===== src/source/soc_io_defs.svh =====
// Address map, register offsets and bus widths of the I/O path
`ifndef SOC_IO_DEFS_SVH
`define SOC_IO_DEFS_SVH

// Bus widths
`define IO_ADDR_W       16
`define IO_DATA_W       32
`define IO_STRB_W       4

// Regions, 256 bytes each, picked by address bits 15:8
`define GPIO_BASE       16'h0000
`define SYSCON_BASE     16'h0100

// GPIO register offsets
`define GPIO_DATA_IN    8'h00
`define GPIO_DATA_OUT   8'h04
`define GPIO_DIR        8'h08
`define GPIO_IRQ_MASK   8'h0C
`define GPIO_IRQ_STAT   8'h10

// System controller register offsets
`define SYSCON_ID       8'h00
`define SYSCON_SW_IRQ   8'h04
`define SYSCON_STATUS   8'h08
`define SYSCON_ID_VALUE 32'h5357_0001

// AXI response codes
`define RESP_OKAY       2'b00
`define RESP_SLVERR     2'b10

`endif


===== src/source/soc_io_pkg.sv =====
// Enums and packed structs shared by bridge, decoder and peripherals
`include "soc_io_defs.svh"

package soc_io_pkg;

   // Bridge FSM
   typedef enum logic [1:0] {
      ST_IDLE,
      ST_ISSUE,
      ST_WAIT,
      ST_RESP
   } bridge_state_e;

   // Access kind on the internal bus
   typedef enum logic {
      OP_READ,
      OP_WRITE
   } io_op_e;

   //**************************************************************************
   // Internal single-beat bus
   //**************************************************************************

   // stb held until ack or err
   typedef struct packed {
      logic                  stb;
      io_op_e                op;
      logic [`IO_ADDR_W-1:0] addr;
      logic [`IO_DATA_W-1:0] wdata;
      logic [`IO_STRB_W-1:0] strb;
   } io_req_t;

   // ack and err are one-cycle pulses, never together
   typedef struct packed {
      logic                  ack;
      logic                  err;
      logic [`IO_DATA_W-1:0] rdata;
   } io_rsp_t;

   // GPIO pad drive
   typedef struct packed {
      logic [`IO_DATA_W-1:0] out;
      logic [`IO_DATA_W-1:0] oe;
   } gpio_pad_t;

endpackage


===== src/source/axil_wb_bridge.sv =====
// AXI4-Lite slave front end
// Captures AW, W and AR beats and runs one bus request at a time
`timescale 1ns/100ps
`include "soc_io_defs.svh"

module axil_wb_bridge (
   input  logic                  i_clk,
   input  logic                  i_rst_n,
   input  logic [`IO_ADDR_W-1:0] i_awaddr,
   input  logic                  i_awvalid,
   output logic                  o_awready,
   input  logic [`IO_DATA_W-1:0] i_wdata,
   input  logic [`IO_STRB_W-1:0] i_wstrb,
   input  logic                  i_wvalid,
   output logic                  o_wready,
   output logic [1:0]            o_bresp,
   output logic                  o_bvalid,
   input  logic                  i_bready,
   input  logic [`IO_ADDR_W-1:0] i_araddr,
   input  logic                  i_arvalid,
   output logic                  o_arready,
   output logic [`IO_DATA_W-1:0] o_rdata,
   output logic [1:0]            o_rresp,
   output logic                  o_rvalid,
   input  logic                  i_rready,
   output soc_io_pkg::io_req_t   o_req,
   input  soc_io_pkg::io_rsp_t   i_rsp
);
   import soc_io_pkg::*;

   bridge_state_e         state;
   io_op_e                op_q;
   logic                  aw_got;
   logic                  w_got;
   logic [`IO_ADDR_W-1:0] addr_q;
   logic [`IO_DATA_W-1:0] wdata_q;
   logic [`IO_STRB_W-1:0] strb_q;
   logic [`IO_DATA_W-1:0] rdata_q;
   logic [1:0]            resp_q;
   logic                  aw_hs;
   logic                  w_hs;
   logic                  ar_hs;
   logic                  wr_go;
   logic                  rsp_hit;
   logic                  resp_done;

   //**************************************************************************
   // Channel handshakes
   //**************************************************************************

   assign o_awready = (state == ST_IDLE) && !aw_got;
   assign o_wready  = (state == ST_IDLE) && !w_got;
   // Pending write beats win over a read
   assign o_arready = (state == ST_IDLE) && !aw_got && !w_got && !i_awvalid && !i_wvalid;

   assign aw_hs = i_awvalid && o_awready;
   assign w_hs  = i_wvalid && o_wready;
   assign ar_hs = i_arvalid && o_arready;
   assign wr_go = (aw_got || aw_hs) && (w_got || w_hs);

   assign rsp_hit   = ((state == ST_ISSUE) || (state == ST_WAIT)) && (i_rsp.ack || i_rsp.err);
   assign resp_done = (o_bvalid && i_bready) || (o_rvalid && i_rready);

   always_ff @(posedge i_clk or negedge i_rst_n) begin
      if (!i_rst_n) begin
         state  <= ST_IDLE;
         op_q   <= OP_READ;
         aw_got <= 1'b0;
         w_got  <= 1'b0;
      end else begin
         case (state)
            ST_IDLE: begin
               if (wr_go) begin
                  state  <= ST_ISSUE;
                  op_q   <= OP_WRITE;
                  aw_got <= 1'b0;
                  w_got  <= 1'b0;
               end else begin
                  if (aw_hs)
                     aw_got <= 1'b1;
                  if (w_hs)
                     w_got <= 1'b1;
                  if (ar_hs) begin
                     state <= ST_ISSUE;
                     op_q  <= OP_READ;
                  end
               end
            end
            ST_ISSUE, ST_WAIT: begin
               state <= rsp_hit ? ST_RESP : ST_WAIT;
            end
            ST_RESP: begin
               if (resp_done)
                  state <= ST_IDLE;
            end
            default: state <= ST_IDLE;
         endcase
      end
   end

   // Captured beats and the returned response
   always_ff @(posedge i_clk) begin
      if (aw_hs)
         addr_q <= i_awaddr;
      else if (ar_hs)
         addr_q <= i_araddr;
      if (w_hs) begin
         wdata_q <= i_wdata;
         strb_q  <= i_wstrb;
      end
      if (rsp_hit) begin
         resp_q  <= i_rsp.err ? `RESP_SLVERR : `RESP_OKAY;
         rdata_q <= i_rsp.err ? '0 : i_rsp.rdata;
      end
   end

   assign o_req = '{stb: (state == ST_ISSUE) || (state == ST_WAIT),
                    op: op_q, addr: addr_q, wdata: wdata_q, strb: strb_q};

   assign o_bvalid = (state == ST_RESP) && (op_q == OP_WRITE);
   assign o_rvalid = (state == ST_RESP) && (op_q == OP_READ);
   assign o_bresp  = resp_q;
   assign o_rresp  = resp_q;
   assign o_rdata  = rdata_q;

endmodule


===== src/source/io_addr_decode.sv =====
// Region decoder between the bridge and the peripherals
// Unmapped regions get a registered err
`timescale 1ns/100ps
`include "soc_io_defs.svh"

module io_addr_decode (
   input  logic                i_clk,
   input  logic                i_rst_n,
   input  soc_io_pkg::io_req_t i_req,
   output soc_io_pkg::io_rsp_t o_rsp,
   output soc_io_pkg::io_req_t o_gpio_req,
   input  soc_io_pkg::io_rsp_t i_gpio_rsp,
   output soc_io_pkg::io_req_t o_sys_req,
   input  soc_io_pkg::io_rsp_t i_sys_rsp
);

   localparam logic [7:0] GPIO_REGION = 8'(`GPIO_BASE >> 8);
   localparam logic [7:0] SYS_REGION  = 8'(`SYSCON_BASE >> 8);

   logic gpio_sel;
   logic sys_sel;
   logic err_q;

   assign gpio_sel = (i_req.addr[15:8] == GPIO_REGION);
   assign sys_sel  = (i_req.addr[15:8] == SYS_REGION);

   // Same request to both, stb only where selected
   always_comb begin
      o_gpio_req     = i_req;
      o_gpio_req.stb = i_req.stb && gpio_sel;
      o_sys_req      = i_req;
      o_sys_req.stb  = i_req.stb && sys_sel;
   end

   // One err pulse per unmapped request
   always_ff @(posedge i_clk or negedge i_rst_n) begin
      if (!i_rst_n)
         err_q <= 1'b0;
      else
         err_q <= i_req.stb && !gpio_sel && !sys_sel && !err_q;
   end

   always_comb begin
      o_rsp.ack = i_gpio_rsp.ack || i_sys_rsp.ack;
      o_rsp.err = i_gpio_rsp.err || i_sys_rsp.err || err_q;
      if (gpio_sel)
         o_rsp.rdata = i_gpio_rsp.rdata;
      else if (sys_sel)
         o_rsp.rdata = i_sys_rsp.rdata;
      else
         o_rsp.rdata = '0;
   end

endmodule


===== src/source/gpio_regs.sv =====
// 32-bit GPIO with output, direction, input sync and change interrupt
`timescale 1ns/100ps
`include "soc_io_defs.svh"

module gpio_regs (
   input  logic                  i_clk,
   input  logic                  i_rst_n,
   input  soc_io_pkg::io_req_t   i_req,
   output soc_io_pkg::io_rsp_t   o_rsp,
   input  logic [`IO_DATA_W-1:0] i_gpio,
   output soc_io_pkg::gpio_pad_t o_pad,
   output logic                  o_irq
);
   import soc_io_pkg::*;

   logic [`IO_DATA_W-1:0] data_out;
   logic [`IO_DATA_W-1:0] dir;
   logic [`IO_DATA_W-1:0] irq_mask;
   logic [`IO_DATA_W-1:0] irq_stat;
   logic [`IO_DATA_W-1:0] sync_1;
   logic [`IO_DATA_W-1:0] sync_2;
   logic [`IO_DATA_W-1:0] sync_prev;
   logic [`IO_DATA_W-1:0] strb_mask;
   logic [`IO_DATA_W-1:0] wr_bits;
   logic [`IO_DATA_W-1:0] stat_clr;
   logic [`IO_DATA_W-1:0] rd_data;
   logic [`IO_DATA_W-1:0] rdata_q;
   logic                  hit;
   logic                  req_new;
   logic                  wr_en;
   logic                  ack_q;
   logic                  err_q;

   //**************************************************************************
   // Register access
   //**************************************************************************

   always_comb begin
      for (int b = 0; b < `IO_STRB_W; b++)
         strb_mask[b*8 +: 8] = {8{i_req.strb[b]}};
   end

   always_comb begin
      hit     = 1'b1;
      rd_data = '0;
      case (i_req.addr[7:0])
         `GPIO_DATA_IN:  rd_data = sync_2;
         `GPIO_DATA_OUT: rd_data = data_out;
         `GPIO_DIR:      rd_data = dir;
         `GPIO_IRQ_MASK: rd_data = irq_mask;
         `GPIO_IRQ_STAT: rd_data = irq_stat;
         default:        hit = 1'b0;
      endcase
   end

   assign req_new  = i_req.stb && !ack_q && !err_q;
   assign wr_en    = req_new && hit && (i_req.op == OP_WRITE);
   assign wr_bits  = i_req.wdata & strb_mask;
   assign stat_clr = (wr_en && (i_req.addr[7:0] == `GPIO_IRQ_STAT)) ? wr_bits : '0;

   always_ff @(posedge i_clk or negedge i_rst_n) begin
      if (!i_rst_n) begin
         data_out  <= '0;
         dir       <= '0;
         irq_mask  <= '0;
         irq_stat  <= '0;
         sync_1    <= '0;
         sync_2    <= '0;
         sync_prev <= '0;
         ack_q     <= 1'b0;
         err_q     <= 1'b0;
      end else begin
         sync_1    <= i_gpio;
         sync_2    <= sync_1;
         sync_prev <= sync_2;
         // New edges win over a clear in the same cycle
         irq_stat  <= (irq_stat & ~stat_clr) | (sync_2 ^ sync_prev);
         if (wr_en && (i_req.addr[7:0] == `GPIO_DATA_OUT))
            data_out <= (data_out & ~strb_mask) | wr_bits;
         if (wr_en && (i_req.addr[7:0] == `GPIO_DIR))
            dir <= (dir & ~strb_mask) | wr_bits;
         if (wr_en && (i_req.addr[7:0] == `GPIO_IRQ_MASK))
            irq_mask <= (irq_mask & ~strb_mask) | wr_bits;
         ack_q <= req_new && hit;
         err_q <= req_new && !hit;
      end
   end

   always_ff @(posedge i_clk) begin
      if (req_new)
         rdata_q <= (hit && (i_req.op == OP_READ)) ? rd_data : '0;
   end

   assign o_rsp = '{ack: ack_q, err: err_q, rdata: rdata_q};
   assign o_pad = '{out: data_out, oe: dir};
   assign o_irq = |(irq_stat & irq_mask);

endmodule


===== src/source/syscon_regs.sv =====
// System controller with ID, software interrupts and status
`timescale 1ns/100ps
`include "soc_io_defs.svh"

module syscon_regs (
   input  logic                i_clk,
   input  logic                i_rst_n,
   input  soc_io_pkg::io_req_t i_req,
   output soc_io_pkg::io_rsp_t o_rsp,
   input  logic                i_gpio_irq,
   input  logic                i_ram_init_done,
   input  logic                i_ram_init_error,
   output logic                o_sw_irq3,
   output logic                o_sw_irq4
);
   import soc_io_pkg::*;

   logic [1:0]            sw_irq;
   logic [`IO_DATA_W-1:0] rd_data;
   logic [`IO_DATA_W-1:0] rdata_q;
   logic                  hit;
   logic                  req_new;
   logic                  ack_q;
   logic                  err_q;

   always_comb begin
      hit     = 1'b1;
      rd_data = '0;
      case (i_req.addr[7:0])
         `SYSCON_ID:     rd_data = `SYSCON_ID_VALUE;
         `SYSCON_SW_IRQ: rd_data = {30'd0, sw_irq};
         `SYSCON_STATUS: rd_data = {29'd0, i_gpio_irq, i_ram_init_error, i_ram_init_done};
         default:        hit = 1'b0;
      endcase
   end

   assign req_new = i_req.stb && !ack_q && !err_q;

   always_ff @(posedge i_clk or negedge i_rst_n) begin
      if (!i_rst_n) begin
         sw_irq <= 2'b00;
         ack_q  <= 1'b0;
         err_q  <= 1'b0;
      end else begin
         // Only byte 0 of SW_IRQ is writable
         if (req_new && (i_req.op == OP_WRITE) && i_req.strb[0] &&
             (i_req.addr[7:0] == `SYSCON_SW_IRQ))
            sw_irq <= i_req.wdata[1:0];
         ack_q <= req_new && hit;
         err_q <= req_new && !hit;
      end
   end

   always_ff @(posedge i_clk) begin
      if (req_new)
         rdata_q <= (hit && (i_req.op == OP_READ)) ? rd_data : '0;
   end

   assign o_rsp     = '{ack: ack_q, err: err_q, rdata: rdata_q};
   assign o_sw_irq3 = sw_irq[0];
   assign o_sw_irq4 = sw_irq[1];

endmodule


===== src/source/soc_io_top.sv =====
// I/O path top level
// AXI4-Lite bridge, region decoder, GPIO and system controller
`timescale 1ns/100ps
`include "soc_io_defs.svh"

module soc_io_top (
   input  logic                  i_clk,
   input  logic                  i_rst_n,
   input  logic [`IO_ADDR_W-1:0] i_awaddr,
   input  logic                  i_awvalid,
   output logic                  o_awready,
   input  logic [`IO_DATA_W-1:0] i_wdata,
   input  logic [`IO_STRB_W-1:0] i_wstrb,
   input  logic                  i_wvalid,
   output logic                  o_wready,
   output logic [1:0]            o_bresp,
   output logic                  o_bvalid,
   input  logic                  i_bready,
   input  logic [`IO_ADDR_W-1:0] i_araddr,
   input  logic                  i_arvalid,
   output logic                  o_arready,
   output logic [`IO_DATA_W-1:0] o_rdata,
   output logic [1:0]            o_rresp,
   output logic                  o_rvalid,
   input  logic                  i_rready,
   input  logic [`IO_DATA_W-1:0] i_gpio,
   output soc_io_pkg::gpio_pad_t o_gpio,
   input  logic                  i_ram_init_done,
   input  logic                  i_ram_init_error,
   output logic                  o_gpio_irq,
   output logic                  o_sw_irq3,
   output logic                  o_sw_irq4
);
   import soc_io_pkg::*;

   io_req_t bus_req;
   io_rsp_t bus_rsp;
   io_req_t gpio_req;
   io_rsp_t gpio_rsp;
   io_req_t sys_req;
   io_rsp_t sys_rsp;

   axil_wb_bridge bridge_i (
      .i_clk, .i_rst_n,
      .i_awaddr, .i_awvalid, .o_awready,
      .i_wdata, .i_wstrb, .i_wvalid, .o_wready,
      .o_bresp, .o_bvalid, .i_bready,
      .i_araddr, .i_arvalid, .o_arready,
      .o_rdata, .o_rresp, .o_rvalid, .i_rready,
      .o_req (bus_req),
      .i_rsp (bus_rsp)
   );

   io_addr_decode decode_i (
      .i_clk, .i_rst_n,
      .i_req      (bus_req),
      .o_rsp      (bus_rsp),
      .o_gpio_req (gpio_req),
      .i_gpio_rsp (gpio_rsp),
      .o_sys_req  (sys_req),
      .i_sys_rsp  (sys_rsp)
   );

   gpio_regs gpio_i (
      .i_clk, .i_rst_n,
      .i_req  (gpio_req),
      .o_rsp  (gpio_rsp),
      .i_gpio (i_gpio),
      .o_pad  (o_gpio),
      .o_irq  (o_gpio_irq)
   );

   syscon_regs syscon_i (
      .i_clk, .i_rst_n,
      .i_req            (sys_req),
      .o_rsp            (sys_rsp),
      .i_gpio_irq       (o_gpio_irq),
      .i_ram_init_done  (i_ram_init_done),
      .i_ram_init_error (i_ram_init_error),
      .o_sw_irq3        (o_sw_irq3),
      .o_sw_irq4        (o_sw_irq4)
   );

endmodule


===== config.mk =====
export PLATFORM = sky130hd
export DESIGN_NAME = soc_io_top
export DESIGN_NICKNAME = d
export VERILOG_FILES = /design/src/source/soc_io_pkg.sv /design/src/source/axil_wb_bridge.sv /design/src/source/io_addr_decode.sv /design/src/source/gpio_regs.sv /design/src/source/syscon_regs.sv /design/src/source/soc_io_top.sv
export VERILOG_INCLUDE_DIRS = /design/src /design/src/source
export SDC_FILE = /design/constraint.sdc
export NUM_CORES = 1
export LEC_CHECK = 0
export BUFFER_PORTS_ARGS = -buffer_cell sky130_fd_sc_hd__buf_2
export CORE_MARGIN = 1.5
export CORE_UTILIZATION = 45
export DETAILED_ROUTE_END_ITERATION = 16
export GPL_TIMING_DRIVEN = 0
export SYNTH_ARGS = -nofsm -noshare
export SYNTH_HDL_FRONTEND = slang
export SYNTH_HIERARCHICAL = 1
export SYNTH_SLANG_ARGS = --single-unit

===== constraint.sdc =====
create_clock -name i_clk -period 5.45 [get_ports i_clk]
set_clock_uncertainty 0.1 [all_clocks]
set_input_delay 1.09 -clock i_clk [delete_from_list [all_inputs] [get_ports i_clk]]
set_output_delay 1.09 -clock i_clk [all_outputs]
set_load 0.05 [all_outputs]

==> results.cfg <==
[die]
initial_utilization_pct = 45.8
fp.dieW_um = 190
std_cell_rows = 68
placeableCoreArea_um2 = 34500
die_y_um = 190
floorplan.die_area_um2 = 36300
number_of_i_o_pins = 217

[route]
drt-wirelength-per-cell_um = 19.8
residual_drc_count = 0
vias_per_cell = 5.15
totalWireLength_um = 37700
detailroute.via_count = 9788
ant_nets = 0
drtIter0Drc = 773
drt_pre_antenna_iters = 8

[timing]
final-setup-viol-count = 0
finalWorstSetupSlack_ns = 1.68
rsz0062_at_grt = false
hold_ws_ns = 0.246
timing.final.crit_period_ns = 3.77
achievable-frequency_ghz = 0.266
max_transition_margin_pct = 7.14
report.final.slew_viol_count = 0
final_min_period_over_clock_period_pct = 69.1
worstMarginPinSlew_ns = 1.39
final_hold_viol_count = 0

[setup_path]
worstPathArrival_ns = 4.07
end_kind = flip-flop
critical_path.max_stage_delay_ns = 0.84
crit_chain = or4_4 -> buf_6 -> nor4_1 -> nand4bb_1 -> clkbuf_1 -> buf_6 -> nor4_4 -> mux2_4
cp_slowest_cell = sky130_fd_sc_hd__nor4_4
timing.critical_path.required_ns = 5.75
critical_path.startpoint_type = flip-flop
startpoint_to_endpoint_class_of_the_critical_path = reg2reg
reg2regPathDepth = 8
critical-path-top-cell-by-count = sky130_fd_sc_hd__buf_6
critPathMaxFanout = 10

[grt]
grt_first_pass_wirelength_um = 57900
gr-max-usage-layer = met2
groute.layer.met3.usage_pct = 3.92
antenna_found_initial = 0
first_global_vias = 9800
globalRouteTotalUtil_pct = 21.1
grt_max_degree = 95
grt.met1_usage_pct = 28.4
globalRoute.totalOverflow = 0
groute.layer.met2.usage_pct = 34.6

[power]
powerDensity_nw_per_um2 = 375
switching_fraction_pct = 29.7
power.total_mw = 7.05
switching_power_mw = 2.10
pwr-share-comb_pct = 21.0
cell_internal_pwr_mw = 4.96
share_seq_of_total_power_pct = 44.2
power_frac_clock_pct = 34.8
cellLeakagePower_nw = 8.51
vdd_ir_drop_max_uv = 255

[cts]
cts_num_sinks = 357
cts.repair.resized = 0
clockRootBuffer = sky130_fd_sc_hd__clkbuf_16
post_cts.repair.setup_buffers = 0
cts_hold_repair.buffers = 0
clock_tree.buffer_depth = 3
worst_skew_pair.late_latency_ns = 0.52
cts_buffer_count = 38
clk_pin_slew_ns = 0.06
cts_tree = done
cts_htree_levels = 2

[layout]
antenna-diode-count = 0
area.growth.synth_to_final_pct = 18.9
drive_above_1_share_pct = 42.4
finish.instance_area_um2 = 18800
stdcell_count = 1901
nets = 1529

[place]
buffers_on_ports = 213
dp.final_hpwl_um = 27900
dpl-instance-area_um2 = 17600
placement.setup.worst_slack_ns = 1.73
place.gp.congestion = 0.845
dp.cells = 1833

[logic_synthesis]
syn_area_per_cell_um2 = 13.9
synth-warning-count = 6
synthCells = 1142
synthesis.area_um2 = 15800

[run]
maxCapViolations = 0

[status]
outcome = finished, final reports clean

[worst_hold_path]
hold_path_class = reg2reg
timing.hold.worst_path_depth = 0
final timing paths:
path / startpoint / to / slack [ns]
setup / recovery: bridge_i/addr_q[13]$_DFFE_PP_ / flip-flop / 1.68
hold / removal: gpio_i/sync_1[26]$_DFF_PN0_ / gpio_i/sync_2[26]$_DFF_PN0_ / 0.25
setup reg to reg: bridge_i/addr_q[13]$_DFFE_PP_ / flip-flop / 1.68
hold reg to reg: gpio_i/sync_1[26]$_DFF_PN0_ / gpio_i/sync_2[26]$_DFF_PN0_ / 0.25
max in group asynchronous: i_rst_n / gpio_i/sync_2[23]$_DFF_PN0_ / 3.90
min in group asynchronous: i_rst_n / bridge_i/w_got$_DFFE_PN0P_ / 0.42
layer usage:
metal / share of wire (%) / up-vias
met5: 0 / -
met4: 2.5 / 0
met3: 6.2 / 63
met2: 48 / 336
met1: 43 / 4801
li1: - / 4588
per-stage QoR:
stage,TNS (ns),utilization [%]
floorplan,0,-
CTS,0,54.4
global route,0,54.4
detailed placement,0,51.0
finish,0,54.4
global placement,-283.86,50.7
critical path: cells and delay by family, from the launching register on:
family                 cells  cell delay, ns
buffers and inverters      3            0.71
flip-flops                 1            0.36
multiplexers               1            0.36
AND/OR/NAND/NOR            4            2.10
layout make-up:
| type | count | area, um2 |
|---|---|---|
| plain buffers | 153 | 1030 |
| clock buffers | 47 | 1030 |
| clock inverters | 21 | 159 |
| fillers | 2971 | 15700 |
| inverters | 40 | 150 |
| multi-input cells | 612 | 5180 |
| flip-flops and latches | 357 | 9540 |
| well taps | 455 | 569 |
| repair buffers | 216 | 1150 |
power groups by stage:
stage	registers, mW	logic [mW]	clock network (mW)
after floorplan	3.41	0.826	0
after global placement	3.18	1.45	0
after detailed placement	3.18	1.48	0
after CTS	3.13	1.49	2.51
after global routing	3.14	1.60	2.61
final	3.12	1.48	2.45
cells in the final DEF, fill, tap and decap left out, types with 13 or more instances in the layout:
| cell type | instances |
|---|---|
| sky130_fd_sc_hd__inv_1 | 39 |
| sky130_fd_sc_hd__nand2_1 | 34 |
| sky130_fd_sc_hd__a222oi_1 | 25 |
| sky130_fd_sc_hd__dfrtp_1 | 236 |
| sky130_fd_sc_hd__a21oi_1 | 13 |
| sky130_fd_sc_hd__xnor2_1 | 32 |
| sky130_fd_sc_hd__o21ai_0 | 29 |
| sky130_fd_sc_hd__buf_2 | 220 |
| sky130_fd_sc_hd__conb_1 | 22 |
| sky130_fd_sc_hd__nor2b_1 | 36 |
| sky130_fd_sc_hd__clkbuf_1 | 38 |
| sky130_fd_sc_hd__nor2_1 | 33 |
| sky130_fd_sc_hd__mux2_2 | 164 |
| sky130_fd_sc_hd__nor3_2 | 30 |
| sky130_fd_sc_hd__a22oi_1 | 23 |
| sky130_fd_sc_hd__buf_4 | 94 |
| sky130_fd_sc_hd__mux2i_1 | 33 |
| sky130_fd_sc_hd__clkbuf_16 | 39 |
| sky130_fd_sc_hd__nor4_1 | 29 |
| sky130_fd_sc_hd__edfxtp_1 | 121 |
(Power assumes the default switching activity.)
